===== src/hdl/rs232_pkg.sv =====
`default_nettype none

package rs232_pkg;

    // avalon bus widths
    parameter int avm_addr_w = 5;
    parameter int avm_data_w = 32;

    // register byte offsets
    parameter logic [avm_addr_w-1:0] rx_addr     = 5'd0;
    parameter logic [avm_addr_w-1:0] tx_addr     = 5'd4;
    parameter logic [avm_addr_w-1:0] status_addr = 5'd8;

    // status register flags
    parameter int tx_ok_bit = 6;
    parameter int rx_ok_bit = 7;

    typedef enum logic [2:0] {
        st_poll_rx,
        st_read_rx,
        st_wait_user,
        st_poll_tx,
        st_write_tx
    } master_state_t;

    // shared by serializer and deserializer
    typedef enum logic [1:0] {
        ln_idle,
        ln_start,
        ln_data,
        ln_stop
    } line_state_t;

endpackage

`default_nettype wire

===== src/hdl/rs232_top.sv =====
`default_nettype none

module rs232_top
    import rs232_pkg::*;
#(
    parameter int clks_per_bit = 16
) (
    input  wire        avm_clk,
    input  wire        avm_rst,
    input  wire        rxd,
    output logic       txd,
    output logic [7:0] user_data,
    output logic       read_finished,
    input  wire  [7:0] computer_data,
    input  wire        ready_to_send
);

    logic [avm_addr_w-1:0] avm_address;
    logic                  avm_read;
    logic                  avm_write;
    logic [avm_data_w-1:0] avm_writedata;
    logic [avm_data_w-1:0] avm_readdata;
    logic                  avm_waitrequest;
    logic                  tx_start;
    logic [7:0]            tx_data;
    logic                  tx_busy;
    logic                  rx_valid;
    logic [7:0]            rx_data;

    rs232_master i_rs232_master (
        .avm_clk         (avm_clk),
        .avm_rst         (avm_rst),
        .avm_address     (avm_address),
        .avm_read        (avm_read),
        .avm_write       (avm_write),
        .avm_writedata   (avm_writedata),
        .avm_readdata    (avm_readdata),
        .avm_waitrequest (avm_waitrequest),
        .user_data       (user_data),
        .read_finished   (read_finished),
        .computer_data   (computer_data),
        .ready_to_send   (ready_to_send)
    );

    uart_regs i_uart_regs (
        .avm_clk         (avm_clk),
        .avm_rst         (avm_rst),
        .avm_address     (avm_address),
        .avm_read        (avm_read),
        .avm_write       (avm_write),
        .avm_writedata   (avm_writedata),
        .avm_readdata    (avm_readdata),
        .avm_waitrequest (avm_waitrequest),
        .tx_start        (tx_start),
        .tx_data         (tx_data),
        .tx_busy         (tx_busy),
        .rx_valid        (rx_valid),
        .rx_data         (rx_data)
    );

    uart_tx #(
        .clks_per_bit (clks_per_bit)
    ) i_uart_tx (
        .avm_clk  (avm_clk),
        .avm_rst  (avm_rst),
        .tx_start (tx_start),
        .tx_data  (tx_data),
        .tx_busy  (tx_busy),
        .txd      (txd)
    );

    uart_rx #(
        .clks_per_bit (clks_per_bit)
    ) i_uart_rx (
        .avm_clk  (avm_clk),
        .avm_rst  (avm_rst),
        .rxd      (rxd),
        .rx_valid (rx_valid),
        .rx_data  (rx_data)
    );

endmodule

`default_nettype wire


===== src/hdl/rs232_master.sv =====
`default_nettype none

module rs232_master
    import rs232_pkg::*;
(
    input  wire                   avm_clk,
    input  wire                   avm_rst,
    output logic [avm_addr_w-1:0] avm_address,
    output logic                  avm_read,
    output logic                  avm_write,
    output logic [avm_data_w-1:0] avm_writedata,
    input  wire  [avm_data_w-1:0] avm_readdata,
    input  wire                   avm_waitrequest,
    output logic [7:0]            user_data,
    output logic                  read_finished,
    input  wire  [7:0]            computer_data,
    input  wire                   ready_to_send
);

    master_state_t         state_r, state_w;
    logic [avm_addr_w-1:0] address_r, address_w;
    logic                  read_r, read_w;
    logic                  write_r, write_w;
    logic                  finished_r, finished_w;
    logic [7:0]            reply_r;
    logic                  rd_done;
    logic                  wr_done;

    assign avm_address   = address_r;
    assign avm_read      = read_r;
    assign avm_write     = write_r;
    assign avm_writedata = {{(avm_data_w - 8){1'b0}}, reply_r};
    assign read_finished = finished_r;

    // access completes once waitrequest drops
    assign rd_done = read_r && !avm_waitrequest;
    assign wr_done = write_r && !avm_waitrequest;

    always_comb begin
        state_w    = state_r;
        address_w  = address_r;
        read_w     = read_r;
        write_w    = write_r;
        finished_w = 1'b0;
        case (state_r)
            st_poll_rx: begin
                // keep polling until a byte is waiting
                if (rd_done && avm_readdata[rx_ok_bit]) begin
                    state_w   = st_read_rx;
                    address_w = rx_addr;
                end
            end
            st_read_rx: begin
                if (rd_done) begin
                    state_w    = st_wait_user;
                    read_w     = 1'b0;
                    finished_w = 1'b1;
                end
            end
            st_wait_user: begin
                if (ready_to_send) begin
                    state_w   = st_poll_tx;
                    address_w = status_addr;
                    read_w    = 1'b1;
                end
            end
            st_poll_tx: begin
                if (rd_done && avm_readdata[tx_ok_bit]) begin
                    state_w   = st_write_tx;
                    address_w = tx_addr;
                    read_w    = 1'b0;
                    write_w   = 1'b1;
                end
            end
            st_write_tx: begin
                if (wr_done) begin
                    state_w   = st_poll_rx;
                    address_w = status_addr;
                    read_w    = 1'b1;
                    write_w   = 1'b0;
                end
            end
            default: begin
                state_w   = st_poll_rx;
                address_w = status_addr;
                read_w    = 1'b1;
                write_w   = 1'b0;
            end
        endcase
    end

    always_ff @(posedge avm_clk or negedge avm_rst) begin
        if (!avm_rst) begin
            state_r    <= st_poll_rx;
            address_r  <= status_addr;
            read_r     <= 1'b1;
            write_r    <= 1'b0;
            finished_r <= 1'b0;
        end else begin
            state_r    <= state_w;
            address_r  <= address_w;
            read_r     <= read_w;
            write_r    <= write_w;
            finished_r <= finished_w;
        end
    end

    // received byte stays visible until the next rx read
    always_ff @(posedge avm_clk) begin
        if (state_r == st_read_rx && rd_done) begin
            user_data <= avm_readdata[7:0];
        end
        if (state_r == st_wait_user && ready_to_send) begin
            reply_r <= computer_data;
        end
    end

endmodule

`default_nettype wire


===== src/hdl/uart_regs.sv =====
`default_nettype none

module uart_regs
    import rs232_pkg::*;
(
    input  wire                   avm_clk,
    input  wire                   avm_rst,
    input  wire  [avm_addr_w-1:0] avm_address,
    input  wire                   avm_read,
    input  wire                   avm_write,
    input  wire  [avm_data_w-1:0] avm_writedata,
    output logic [avm_data_w-1:0] avm_readdata,
    output logic                  avm_waitrequest,
    output logic                  tx_start,
    output logic [7:0]            tx_data,
    input  wire                   tx_busy,
    input  wire                   rx_valid,
    input  wire  [7:0]            rx_data
);

    logic                  rd_armed;
    logic                  rd_done;
    logic                  tx_sel;
    logic                  rx_sel;
    logic                  rx_ok;
    logic                  tx_ok;
    logic                  tx_pending;
    logic [7:0]            rx_byte;
    logic [avm_data_w-1:0] status_word;

    // first cycle of every read waits while readdata is registered
    assign avm_waitrequest = avm_read && !rd_armed;
    assign rd_done         = avm_read && rd_armed;

    assign tx_sel = avm_write && (avm_address == tx_addr);
    assign rx_sel = rd_done && (avm_address == rx_addr);

    // busy covers the frame, pending covers the gap before it starts
    assign tx_ok = !tx_pending && !tx_busy;

    always_comb begin
        status_word            = '0;
        status_word[rx_ok_bit] = rx_ok;
        status_word[tx_ok_bit] = tx_ok;
    end

    always_ff @(posedge avm_clk or negedge avm_rst) begin
        if (!avm_rst) begin
            rd_armed   <= 1'b0;
            rx_ok      <= 1'b0;
            tx_pending <= 1'b0;
            tx_start   <= 1'b0;
        end else begin
            rd_armed <= avm_read && !rd_armed;
            tx_start <= tx_sel;
            if (tx_sel) begin
                tx_pending <= 1'b1;
            end else if (tx_busy) begin
                tx_pending <= 1'b0;
            end
            // a fresh byte wins over the read that clears the flag
            if (rx_valid) begin
                rx_ok <= 1'b1;
            end else if (rx_sel) begin
                rx_ok <= 1'b0;
            end
        end
    end

    always_ff @(posedge avm_clk) begin
        if (rx_valid) begin
            rx_byte <= rx_data;
        end
        if (tx_sel) begin
            tx_data <= avm_writedata[7:0];
        end
        if (avm_waitrequest) begin
            case (avm_address)
                rx_addr:     avm_readdata <= {{(avm_data_w - 8){1'b0}}, rx_byte};
                status_addr: avm_readdata <= status_word;
                default:     avm_readdata <= '0;
            endcase
        end
    end

endmodule

`default_nettype wire


===== src/hdl/uart_rx.sv =====
`default_nettype none

module uart_rx
    import rs232_pkg::*;
#(
    parameter int clks_per_bit = 16
) (
    input  wire        avm_clk,
    input  wire        avm_rst,
    input  wire        rxd,
    output logic       rx_valid,
    output logic [7:0] rx_data
);

    localparam int cnt_w = $clog2(clks_per_bit);
    localparam logic [cnt_w-1:0] cnt_last = cnt_w'(clks_per_bit - 1);
    localparam logic [cnt_w-1:0] cnt_half = cnt_w'(clks_per_bit / 2 - 1);

    line_state_t      state;
    logic [cnt_w-1:0] cnt;
    logic [2:0]       bit_idx;
    logic [7:0]       shreg;
    logic             rxd_meta;
    logic             rxd_sync;
    logic             stop_err;
    logic             bit_end;

    assign bit_end = (cnt == cnt_last);
    assign rx_data = shreg;

    always_ff @(posedge avm_clk or negedge avm_rst) begin
        if (!avm_rst) begin
            rxd_meta <= 1'b1;
            rxd_sync <= 1'b1;
            state    <= ln_idle;
            cnt      <= '0;
            bit_idx  <= '0;
            rx_valid <= 1'b0;
            stop_err <= 1'b0;
        end else begin
            rxd_meta <= rxd;
            rxd_sync <= rxd_meta;
            rx_valid <= 1'b0;
            cnt      <= bit_end ? '0 : cnt + 1'b1;
            case (state)
                ln_idle: begin
                    cnt <= '0;
                    if (!rxd_sync) begin
                        state <= ln_start;
                    end
                end
                ln_start: begin
                    // glitch check halfway into the start bit
                    if (cnt == cnt_half) begin
                        cnt     <= '0;
                        bit_idx <= '0;
                        state   <= rxd_sync ? ln_idle : ln_data;
                    end
                end
                ln_data: begin
                    if (bit_end) begin
                        bit_idx <= bit_idx + 1'b1;
                        if (bit_idx == 3'd7) begin
                            state <= ln_stop;
                        end
                    end
                end
                default: begin
                    if (stop_err) begin
                        // bad frame, wait for the line to go idle
                        cnt <= cnt;
                        if (rxd_sync) begin
                            state    <= ln_idle;
                            stop_err <= 1'b0;
                        end
                    end else if (bit_end) begin
                        if (rxd_sync) begin
                            rx_valid <= 1'b1;
                            state    <= ln_idle;
                        end else begin
                            stop_err <= 1'b1;
                        end
                    end
                end
            endcase
        end
    end

    // mid-bit samples, lsb arrives first
    always_ff @(posedge avm_clk) begin
        if (state == ln_data && bit_end) begin
            shreg <= {rxd_sync, shreg[7:1]};
        end
    end

endmodule

`default_nettype wire


===== src/hdl/uart_tx.sv =====
`default_nettype none

module uart_tx
    import rs232_pkg::*;
#(
    parameter int clks_per_bit = 16
) (
    input  wire        avm_clk,
    input  wire        avm_rst,
    input  wire        tx_start,
    input  wire  [7:0] tx_data,
    output logic       tx_busy,
    output logic       txd
);

    localparam int cnt_w = $clog2(clks_per_bit);
    localparam logic [cnt_w-1:0] cnt_last = cnt_w'(clks_per_bit - 1);

    line_state_t      state;
    logic [cnt_w-1:0] cnt;
    logic [2:0]       bit_idx;
    logic [7:0]       shreg;
    logic             bit_end;

    assign bit_end = (cnt == cnt_last);

    always_ff @(posedge avm_clk or negedge avm_rst) begin
        if (!avm_rst) begin
            state   <= ln_idle;
            cnt     <= '0;
            bit_idx <= '0;
            tx_busy <= 1'b0;
            txd     <= 1'b1;
        end else begin
            cnt <= bit_end ? '0 : cnt + 1'b1;
            case (state)
                ln_idle: begin
                    cnt <= '0;
                    if (tx_start) begin
                        state   <= ln_start;
                        tx_busy <= 1'b1;
                        txd     <= 1'b0;
                    end
                end
                ln_start: begin
                    if (bit_end) begin
                        state   <= ln_data;
                        bit_idx <= '0;
                        txd     <= shreg[0];
                    end
                end
                ln_data: begin
                    if (bit_end) begin
                        bit_idx <= bit_idx + 1'b1;
                        if (bit_idx == 3'd7) begin
                            state <= ln_stop;
                            txd   <= 1'b1;
                        end else begin
                            txd <= shreg[0];
                        end
                    end
                end
                default: begin
                    if (bit_end) begin
                        state   <= ln_idle;
                        tx_busy <= 1'b0;
                    end
                end
            endcase
        end
    end

    // lsb leaves first
    always_ff @(posedge avm_clk) begin
        if (state == ln_idle && tx_start) begin
            shreg <= tx_data;
        end else if (bit_end && (state == ln_start || state == ln_data)) begin
            shreg <= shreg >> 1;
        end
    end

endmodule

`default_nettype wire


===== config.mk =====
export PLATFORM = sky130hd
export DESIGN_NAME = rs232_top
export DESIGN_NICKNAME = d
export VERILOG_FILES = /design/src/hdl/rs232_pkg.sv /design/src/hdl/rs232_top.sv /design/src/hdl/rs232_master.sv /design/src/hdl/uart_regs.sv /design/src/hdl/uart_rx.sv /design/src/hdl/uart_tx.sv
export SDC_FILE = /design/constraint.sdc
export NUM_CORES = 1
export LEC_CHECK = 0
export BUFFER_PORTS_ARGS = -buffer_cell sky130_fd_sc_hd__clkbuf_2
export CAP_MARGIN = 20
export CORE_ASPECT_RATIO = 0.5
export CORE_MARGIN = 2
export CORE_UTILIZATION = 30
export CTS_CLUSTER_SIZE = 28
export DETAILED_ROUTE_END_ITERATION = 6
export PLACE_DENSITY = 0.42
export SYNTH_ARGS = -nofsm -noshare
export SYNTH_HDL_FRONTEND = slang
export SYNTH_SLANG_ARGS = --single-unit

===== constraint.sdc =====
create_clock -name avm_clk -period 1.83 [get_ports avm_clk]
set_input_delay 0.183 -clock avm_clk [delete_from_list [all_inputs] [get_ports avm_clk]]
set_output_delay 0.183 -clock avm_clk [all_outputs]
set_load 0.01 [all_outputs]

# Yosys cells after proc, flatten, opt, wreduce, memory -nomap -nowiden
# Index checks and enable logic that the tools add are counted.
dict set report totals {
  regBits 95
  wordCells 179
  input_bits 12
  out_inout_bits 10
}
dict set report op_classes {
  n_addsub 4
  reduce_logical 44
  n_mux 70
  bitwise_logic 4
  eq_ne 29
}
# op count
set op_table {}
lappend op_table {{$mux 3} 9}
lappend op_table {{$mux 2} 13}
lappend op_table {{$mux 1} 25}
lappend op_table {{$pmux 5 s5} 1}
lappend op_table {{$reduce_and 5->1} 5}
lappend op_table {{$mux 4} 5}
lappend op_table {{$mux 5} 4}
lappend op_table {{$ne 2x1->1 const B} 10}
lappend op_table {{$mux 8} 2}
lappend op_table {{$pmux 8 s2} 1}
lappend op_table {{$pmux 3 s5} 1}
lappend op_table {{$logic_and 1x1->1} 14}
lappend op_table {{$pmux 2 s3} 2}
lappend op_table {{$pmux 3 s2} 2}
lappend op_table {{$pmux 4 s3} 1}
lappend op_table {{$reduce_and 3->1} 4}
lappend op_table {{$reduce_bool 2->1} 6}
lappend op_table {{$eq 3x3->1 const B} 3}
lappend op_table {{$add 4x1->4 const B} 2}
lappend op_table {{$eq 4x4->1 const B} 2}
lappend op_table {{$add 3x1->3 const B} 2}
lappend op_table {{$eq 3x2->1 const B} 2}
lappend op_table {{$ne 2x2->1 const B} 3}
lappend op_table {{$pmux 1 s3} 2}
lappend op_table {{other kinds (20)} 30}

# Depth between registers and ports, before layout
# Gate-level depths: netlist (run 1).
dict set report logic_depth {
  word_depth 7
  ltp_mapped 7
  depth_no_buf 6
}

# Cells and area by module
# A second synthesis (run 1) with hierarchy kept.
dict set report unflattened {
  cells_unflattened 330
  area_unflattened_um2 4271.6
}
# module area_each_um2 instances cells_each seq_area_each_um2
set by_module_without_submodules {}
lappend by_module_without_submodules {uart_regs 1198.6 1 75 820.8}
lappend by_module_without_submodules {rs232_master 1137.3 1 93 683.2}
lappend by_module_without_submodules {uart_rx 978.4 1 85 568.0}
lappend by_module_without_submodules {uart_tx 957.2 1 77 516.7}

# Worst setup path after synthesis (run 1)
# Ideal clock, no wire load.
dict set report synth_timing {
  path_kind {register to register}
  startpoint {register i_rs232_master.write_r (netlist: i_rs232_master.avm_write)}
  endpoint {register i_uart_regs.tx_data[0], enable pin}
  slack_ps 247
  n_path_buf 0
  path_stages_with_launch 3
  arrival_time_ps 1193
  t_required_ps 1440
  period_less_slack_ps 1583
  setup_ps 390
  cell_sequence {dfrtp_1 -> inv_1 -> nor3b_1}
}
dict set report synth_between {
  elab_chain_len 1
}
# element line_no
set synth_rtl {}
lappend synth_rtl {{start, declared} rs232_master.sv:23} ;# logic write_r, write_w;
lappend synth_rtl {{start signal, assigned} rs232_master.sv:103} ;# write_r <= write_w;
lappend synth_rtl {{$logic_and 1x1->1} uart_regs.sv:35} ;# assign tx_sel = avm_write && (avm_address == tx_addr);
lappend synth_rtl {{named net i_uart_regs.tx_sel} uart_regs.sv:23} ;# logic tx_sel;
lappend synth_rtl {{end signal, assigned} uart_regs.sv:75} ;# tx_data <= avm_writedata[7:0];
lappend synth_rtl {{end, declared} uart_regs.sv:15} ;# output logic [7:0] tx_data,
# The timed path passes the listed nets, and every way through them passes these cells.
# A chain may end at the register's enable or synchronous reset.

# Worst setup path after layout (run 1)
dict set report layout_timing {
  startpoint {register i_uart_rx.cnt[0]}
  endpoint {register i_uart_rx.shreg[3] (netlist: i_uart_rx.rx_data[3]), enable pin}
}
dict set report layout_between {
  elab_chain_len 2
}
# element line_no
set layout_rtl {}
lappend layout_rtl {{start, declared} uart_rx.sv:20} ;# logic [cnt_w-1:0] cnt;
lappend layout_rtl {{start signal, assigned} uart_rx.sv:44} ;# cnt <= bit_end ? '0 : cnt + 1'b1;
lappend layout_rtl {{start signal, assigned} uart_rx.sv:71} ;# cnt <= cnt;
lappend layout_rtl {{$eq 4x4->1} uart_rx.sv:28} ;# assign bit_end = (cnt == cnt_last);
lappend layout_rtl {{$logic_and 1x1->1} uart_rx.sv:91} ;# if (state == ln_data && bit_end) begin
lappend layout_rtl {{end signal, assigned} uart_rx.sv:92} ;# shreg <= {rxd_sync, shreg[7:1]};
lappend layout_rtl {{end, declared} uart_rx.sv:22} ;# logic [7:0] shreg;
# No other way between the ends.

==> results of run 1 <==
-- synthesized netlist by cell type, types with 3 or more instances --
master and count:
mux2_2 7, nand3_1 9, o21ai_0 13, nand2_1 12, and3_1 7, a21oi_1 18, a22o_1 5, o21ai_1 5
dfstp_2 5, ha_1 9, dfrtp_1 31, edfxtp_1 56, nor2_1 18, a211oi_1 4, buf_2 8, o22ai_1 3
mux2i_1 3, nor3_1 4, nand2b_1 5, and2_1 7, inv_1 12
-- worst reg2reg max path: cells and delay by family (launching register included) --
kind / cells / cell delay [ns]
adder cells (fa/ha/maj): 1 / 0.26
AND/OR/NAND/NOR: 2 / 0.44
buffers and inverters: 1 / 0.26
flip-flops: 1 / 0.40
-- metal layers --
| metal | track usage (%) | share of wire [%] | vias to the layer above |
|---|---|---|---|
| li1 | - | - | 1115 |
| met1 | 12.42 | 45 | 1101 |
| met2 | 16.92 | 50 | 22 |
| met3 | 3.924 | 3.3 | 11 |
| met4 | 4.505 | 1.7 | 0 |
| met5 | 0 | 0 | - |
-- layout by cell type (no fill, tap or decap), types with 3 or more instances in the layout --
cell and instances:
nand2_1 12, dfstp_2 5, o21ai_1 5, clkbuf_16 9, o22ai_1 3, and2_1 7
buf_4 8, a211oi_1 4, mux2i_1 3, dlygate4sd3_1 4, nor3_1 4, nor2_1 18
inv_1 12, a22o_1 5, a21oi_1 18, clkbuf_2 21, nand3_1 9, mux2_2 7
dfrtp_1 31, nand2b_1 5, edfxtp_1 56, o21ai_0 13, and3_1 7, ha_1 9
inv_6 3
-- layout make-up --
class                      instances  share of cell area (%)
clock buffer                       9                   5.056
clock inverter                     7                   1.517
inverter                          13                   1.096
multi-input combinational        165                   24.83
sequential                        92                   58.12
tap                              170                   4.775
timing repair buffer              33                   4.607
-- timing repair --
action / in CTS / in global routing
endpoints found under the hold margin: 34 / 0
buffers inserted: 0 / 0
hold buffers: 4 / 0
-- metrics by stage --
stage	setup WS (ns)	area [um^2]	hold slack, ns	power, uW
2_1_floorplan	0.2470	3810	-0.1126	3046
3_3_place_gp	0.2215	4121	0.2711	3172
3_5_place_dp	0.1572	4121	0.2722	3211
4_1_cts	0.1384	4454	0.003184	5040
5_1_grt	0.01540	4454	0.0009420	5245
6_report	0.1444	4454	0.01802	4952
-- worst max path at each step --
stage,start,endpoint,slack [ns],cells past startpoint
2_1_floorplan,i_rs232_master.avm_write$_DFFE_PN0P_,i_uart_regs.tx_data[0]$_DFFE_PP_,0.25,2
3_3_place_gp,i_uart_rx.cnt[0]$_DFFE_PN0P_,i_uart_rx.rx_data[3]$_DFFE_PP_,0.22,4
3_5_place_dp,i_uart_rx.cnt[0]$_DFFE_PN0P_,i_uart_rx.rx_data[3]$_DFFE_PP_,0.16,4
4_1_cts,i_uart_rx.cnt[0]$_DFFE_PN0P_,i_uart_rx.rx_data[3]$_DFFE_PP_,0.14,4
5_1_grt,i_uart_rx.cnt[0]$_DFFE_PN0P_,i_uart_rx.rx_data[3]$_DFFE_PP_,0.02,4
6_report,i_uart_rx.cnt[0]$_DFFE_PN0P_,i_uart_rx.rx_data[3]$_DFFE_PP_,0.14,4
-- registers in the layout (all words and copies together), names as in the netlist, 3 cells and up --
name and cells:
i_rs232_master.reply_r 8, i_rs232_master.state_r 3, i_rs232_master.user_data 8, i_uart_regs.avm_readdata 8, i_uart_regs.rx_byte 8, i_uart_regs.tx_data 8
i_uart_rx.bit_idx 3, i_uart_rx.cnt 4, i_uart_rx.rx_data 8, i_uart_tx.bit_idx 3, i_uart_tx.cnt 4, i_uart_tx.shreg 8
-- power groups by stage --
stage	combinational, uW	clock, uW	sequential (uW)
6_report	650	1780	2520
5_1_grt	748	1960	2540
4_1_cts	658	1860	2520
3_5_place_dp	648	0	2560
3_3_place_gp	620	0	2550
2_1_floorplan	568	0	2480
-- logic make-up (layout without fill, tap and decap cells) --
logic type / count (synthesis) / after routing / share of synthesized area (%)
and+or+nand+nor: 76 / 76 / 10.64
AOI/OAI and AO/OA: 69 / 69 / 12.35
muxes: 10 / 10 / 2.857
xor gates and xnor gates: 1 / 1 / 0.2299
buffers and inverters: 24 / 62 / 3.021
adders and majority gates: 9 / 9 / 2.956
DFF: 92 / 92 / 67.95
==> results.toml, run 1 <==
[sta]
worst_slew_pin_slew_ns = 0.5036
setup_viol = 0
clock.fmax_ghz = 0.5933
final_max_slew_viol_count = 0
period_needed_ns = 1.686
finalCritPeriodShare_pct = 92.11
setup_tns_ns = 0
rsz0062_at_grt = "false"
hold_viol = 0
slew_headroom_pct = 66.42
skew_ns = 0.009091

[synthesis]
synthArstFlopShare_pct = 39.13
synth.distinct_cells = 53
synthesis.instances = 281
netlist_area_mm2 = 0.003810
synth_fp_nets = 302
synth-seq-cells = 92
avgSynthCellArea_um2 = 13.56
ys.flop_type = "edfxtp_1"
synth_warnings = 0
yosys.area.top_type = "edfxtp_1"
synth_top_cell_area_share_pct = 44.14
synthTopCellsByArea = "edfxtp_1 44%, dfrtp_1 20%, dfstp_2 3.4%"
synth-seq-area-share_pct = 67.95
synth-edff-count = 56

[die]
fp-row-count = 29
fp.coreArea_mm2 = 0.01252
start_util_pct = 30.43
dieHeight_um = 83.69
io_pins = 22
dieWidth_um = 163.4
dieArea_mm2 = 0.01367

[clock_network]
clk_pin_slew_ns = 0.07
cts_resized = 0
cts_sinks = 92
root_buffer = "clkbuf_16"
cts_buffers = 9
cts_htree_levels = 3
clockBufferDepth = 2
tritoncts = "done"
clkLatencyLatePin_ns = 0.34

[global_route]
grt_pass1_wl_um = 11100
antenna_found_initial = 0
overflow = 0
grt_max_degree = 37
gr-usage-all-layers_pct = 10.42
grt_pass1_vias = 2356

[place]
post-dp-hpwl_um = 4482
dp_cells = 469
gp_congestion = 0.8193
portBuffers = 21

[detailed_routing]
first_pass_iters = 4
vias = 2249
routed_wl_um = 6481
drt_iter0_markers = 68
wl_per_cell_um = 13.25
viasPerCell = 4.599
drc = 0
antenna_left = 0

[job]
maxCapViolations = 0

[pwr]
p_clk_share_pct = 36.0
cellPowerDensity_mw_per_mm2 = 1112
power_frac_comb_pct = 13.1
switching_share_pct = 27.06
p_leak_uw = 0.001687
p_sw_uw = 1340
vdd_ir_drop_max_uv = 422.9
internal_power_uw = 3612
power_frac_seq_pct = 50.9

[outcome]
status = "complete, no violations"

[setup_path]
worstReg2RegEnd = "i_uart_rx.rx_data[3]$_DFFE_PP_"
r2r_start = "i_uart_rx.cnt[0]$_DFFE_PN0P_"
critPathCaptureType = "flip-flop"
cpPeakStageDelay_ns = 0.40
critPathSlowestCell = "dfrtp_1"
cp.buffers_inverters = 1
critPathKind = "reg -> reg"
start_kind = "flip-flop"
rrSetupSlack_ns = 0.14
ff2ff_path_depth = 4
worstPathMaxFanout = 8
cp_data_required_time_ns = 1.85
crit_chain = "ha_1 > and4b_1 > nand2_1 > inv_1"
arrival_ns = 1.70
crit_family = "simple AND/OR/NAND/NOR gates"

[hold_path]
hold_class = "in -> reg"
hold_depth = 1
hold_end = "i_rs232_master.reply_r[3]$_DFFE_PP_"
worstHoldStart = "computer_data[3]"

[cells_and_area]
fillers = 1202
area.sequential_mm2 = 0.002589
fin_cells = 489
fin_util_pct = 35.58
final_nets = 335
multi_input_area_mm2 = 0.001106
drive_gt1_share_pct = 21.32
n_antenna_cell = 0
area_growth_pct = 16.91
Note: power is estimated with default switching activity, not from simulation.
==> run 2: changes to the inputs <==
--- a/config.mk
+++ b/config.mk
@@ -10,6 +10,7 @@
 export CORE_ASPECT_RATIO = 0.5
 export CORE_MARGIN = 2
 export CORE_UTILIZATION = 30
+export CTS_BUF_LIST = sky130_fd_sc_hd__clkbuf_4
 export CTS_CLUSTER_SIZE = 28
 export DETAILED_ROUTE_END_ITERATION = 6
 export PLACE_DENSITY = 0.42
==> run 2 against run 1 <==
Net effect:
- die area unchanged
- global-route usage about the same
- combinational power increased by 2%
- sequential share of layout area increased by 1.3 points
- critical path type unchanged
- highest routed layer unchanged
==> results.toml, run 2 (synthesized netlist as in run 1, its figures left out) <==
[global_route]
antenna_found_initial = 0
gr-usage-all-layers_pct = 10.43
grt_pass1_wl_um = 11080
grt_max_degree = 37
grt_pass1_vias = 2365
overflow = 0

[setup_path]
arrival_ns = 1.79
cp_data_required_time_ns = 1.98
worstPathMaxFanout = 8
start_kind = "flip-flop"
critPathKind = "reg -> reg"
critPathCaptureType = "flip-flop"

[pwr]
p_leak_uw = 0.001641
cellPowerDensity_mw_per_mm2 = 973.9
fin_total_pwr_uw = 4243
vdd_ir_drop_max_uv = 325.5

[place]
pre_cts_ws_ns = 0.1572
portBuffers = 21
dpl-instance-area_mm2 = 0.004121
post-dp-hpwl_um = 4482
gp_congestion = 0.8193

[hold_path]
hold_class = "in -> reg"

[detailed_routing]
first_pass_iters = 4
vias = 2287
drt_iter0_markers = 82
drc = 0
viasPerCell = 4.620
wl_per_cell_um = 13.13
antenna_left = 0
routed_wl_um = 6500

[sta]
setup_ws_ns = 0.1901
period_needed_ns = 1.640
final_max_slew_viol_count = 0
skew_ns = 0.02593
slew_headroom_pct = 66.52
setup_tns_ns = 0
worst_slew_pin_slew_ns = 0.5023
setup_viol = 0
rsz0062_at_grt = "false"
hold_viol = 0
finalCritPeriodShare_pct = 89.61
clock.fmax_ghz = 0.6098

[clock_network]
cts_htree_levels = 3
postCtsSetupBuffers = 0
clockBufferDepth = 2
cts_sinks = 92
clk_pin_slew_ns = 0.16
tritoncts = "done"
clkLatencyLatePin_ns = 0.45
root_buffer = "clkbuf_4"
cts_buffers = 9

[die]
dieHeight_um = 83.69
dieWidth_um = 163.4
fp-row-count = 29
io_pins = 22
dieArea_mm2 = 0.01367
start_util_pct = 30.43
fp.coreArea_mm2 = 0.01252

[cells_and_area]
area_growth_pct = 14.35
final_nets = 341
final_cell_mix = "56 x edfxtp_1, 31 x dfrtp_1, 21 x clkbuf_2"
n_antenna_cell = 0
stdcell_area_mm2 = 0.004357
final_common_cell = "edfxtp_1"
drive_gt1_share_pct = 21.23

[outcome]
status = "complete, no violations"

[job]
maxCapViolations = 0
## run 2: cell count changes in the layout (fill, tap and decap cells not counted), sizes merged
cell | before | now
dlygate4sd3 | 4 | 10
## run 2: power by group
group          leakage, uW  internal (uW)  switching (uW)
sequential        0.000939           2350             164
clock            0.0000760            315             746
combinational     0.000625            309             355
## run 2: final timing paths
| check | startpoint | to | slack [ns] | depth (start not counted) |
|---|---|---|---|---|
| worst max-delay path | i_uart_rx.cnt[0]$_DFFE_PN0P_ | i_uart_rx.rx_data[3]$_DFFE_PP_ | 0.19 | 4 |
| worst min-delay path | ready_to_send | i_rs232_master.state_r[0]$_DFFE_PN0P_ | 0.10 | 3 |
| worst max register to register | i_uart_rx.cnt[0]$_DFFE_PN0P_ | i_uart_rx.rx_data[3]$_DFFE_PP_ | 0.19 | 4 |
| worst min register to register | i_uart_rx.rxd_meta$_DFF_PN1_ | i_uart_rx.rxd_sync$_DFF_PN1_ | 0.37 | 0 |
| max in group asynchronous | avm_rst | i_uart_rx.rxd_sync$_DFF_PN1_ | 1.14 | 3 |
| min in group asynchronous | avm_rst | i_uart_regs.tx_start$_DFF_PN0_ | 0.30 | 3 |
## run 2: what timing repair did
action / in CTS / in global routing
gates resized for setup: 0 / 1
hold buffers: 10 / 0
endpoints found under the setup margin: 0 / 6
endpoints found under the hold margin: 40 / 0
## run 2: cell type report
cell class / instances / area [um^2]
fill: 1210 / 8162
multi-input combinational: 165 / 1106
sequential: 92 / 2589
timing repair buffer: 39 / 265.3
tap: 170 / 212.7
inverter: 13 / 48.80
clock buffer: 9 / 67.56
clock inverter: 7 / 67.56
## run 2: per-stage QoR
step                      hold slack, ns  cells  utilization [%]
final                             0.1045    495            34.80
after global routing             0.07928    495            34.80
after CTS                        0.07459    495            34.80
after detailed placement          0.2722    469            32.92
after global placement            0.2711    469            32.92
after floorplan                  -0.1126    281                -
## run 2: worst max-delay path, stage by stage (launching register included)
cell and delay [ns]:
dfrtp_1 0.43, ha_1 0.27, and4b_1 0.32, nand2_1 0.13
inv_2 0.18
## run 2: metal layers
| layer | track usage [%] | part of all wire, % | up-vias |
|---|---|---|---|
| met5 | 0 | 0 | - |
| met4 | 3.942 | 1.5 | 0 |
| met3 | 4.272 | 4.1 | 12 |
| met2 | 17.07 | 50 | 38 |
| met1 | 12.33 | 45 | 1110 |
| li1 | - | - | 1127 |
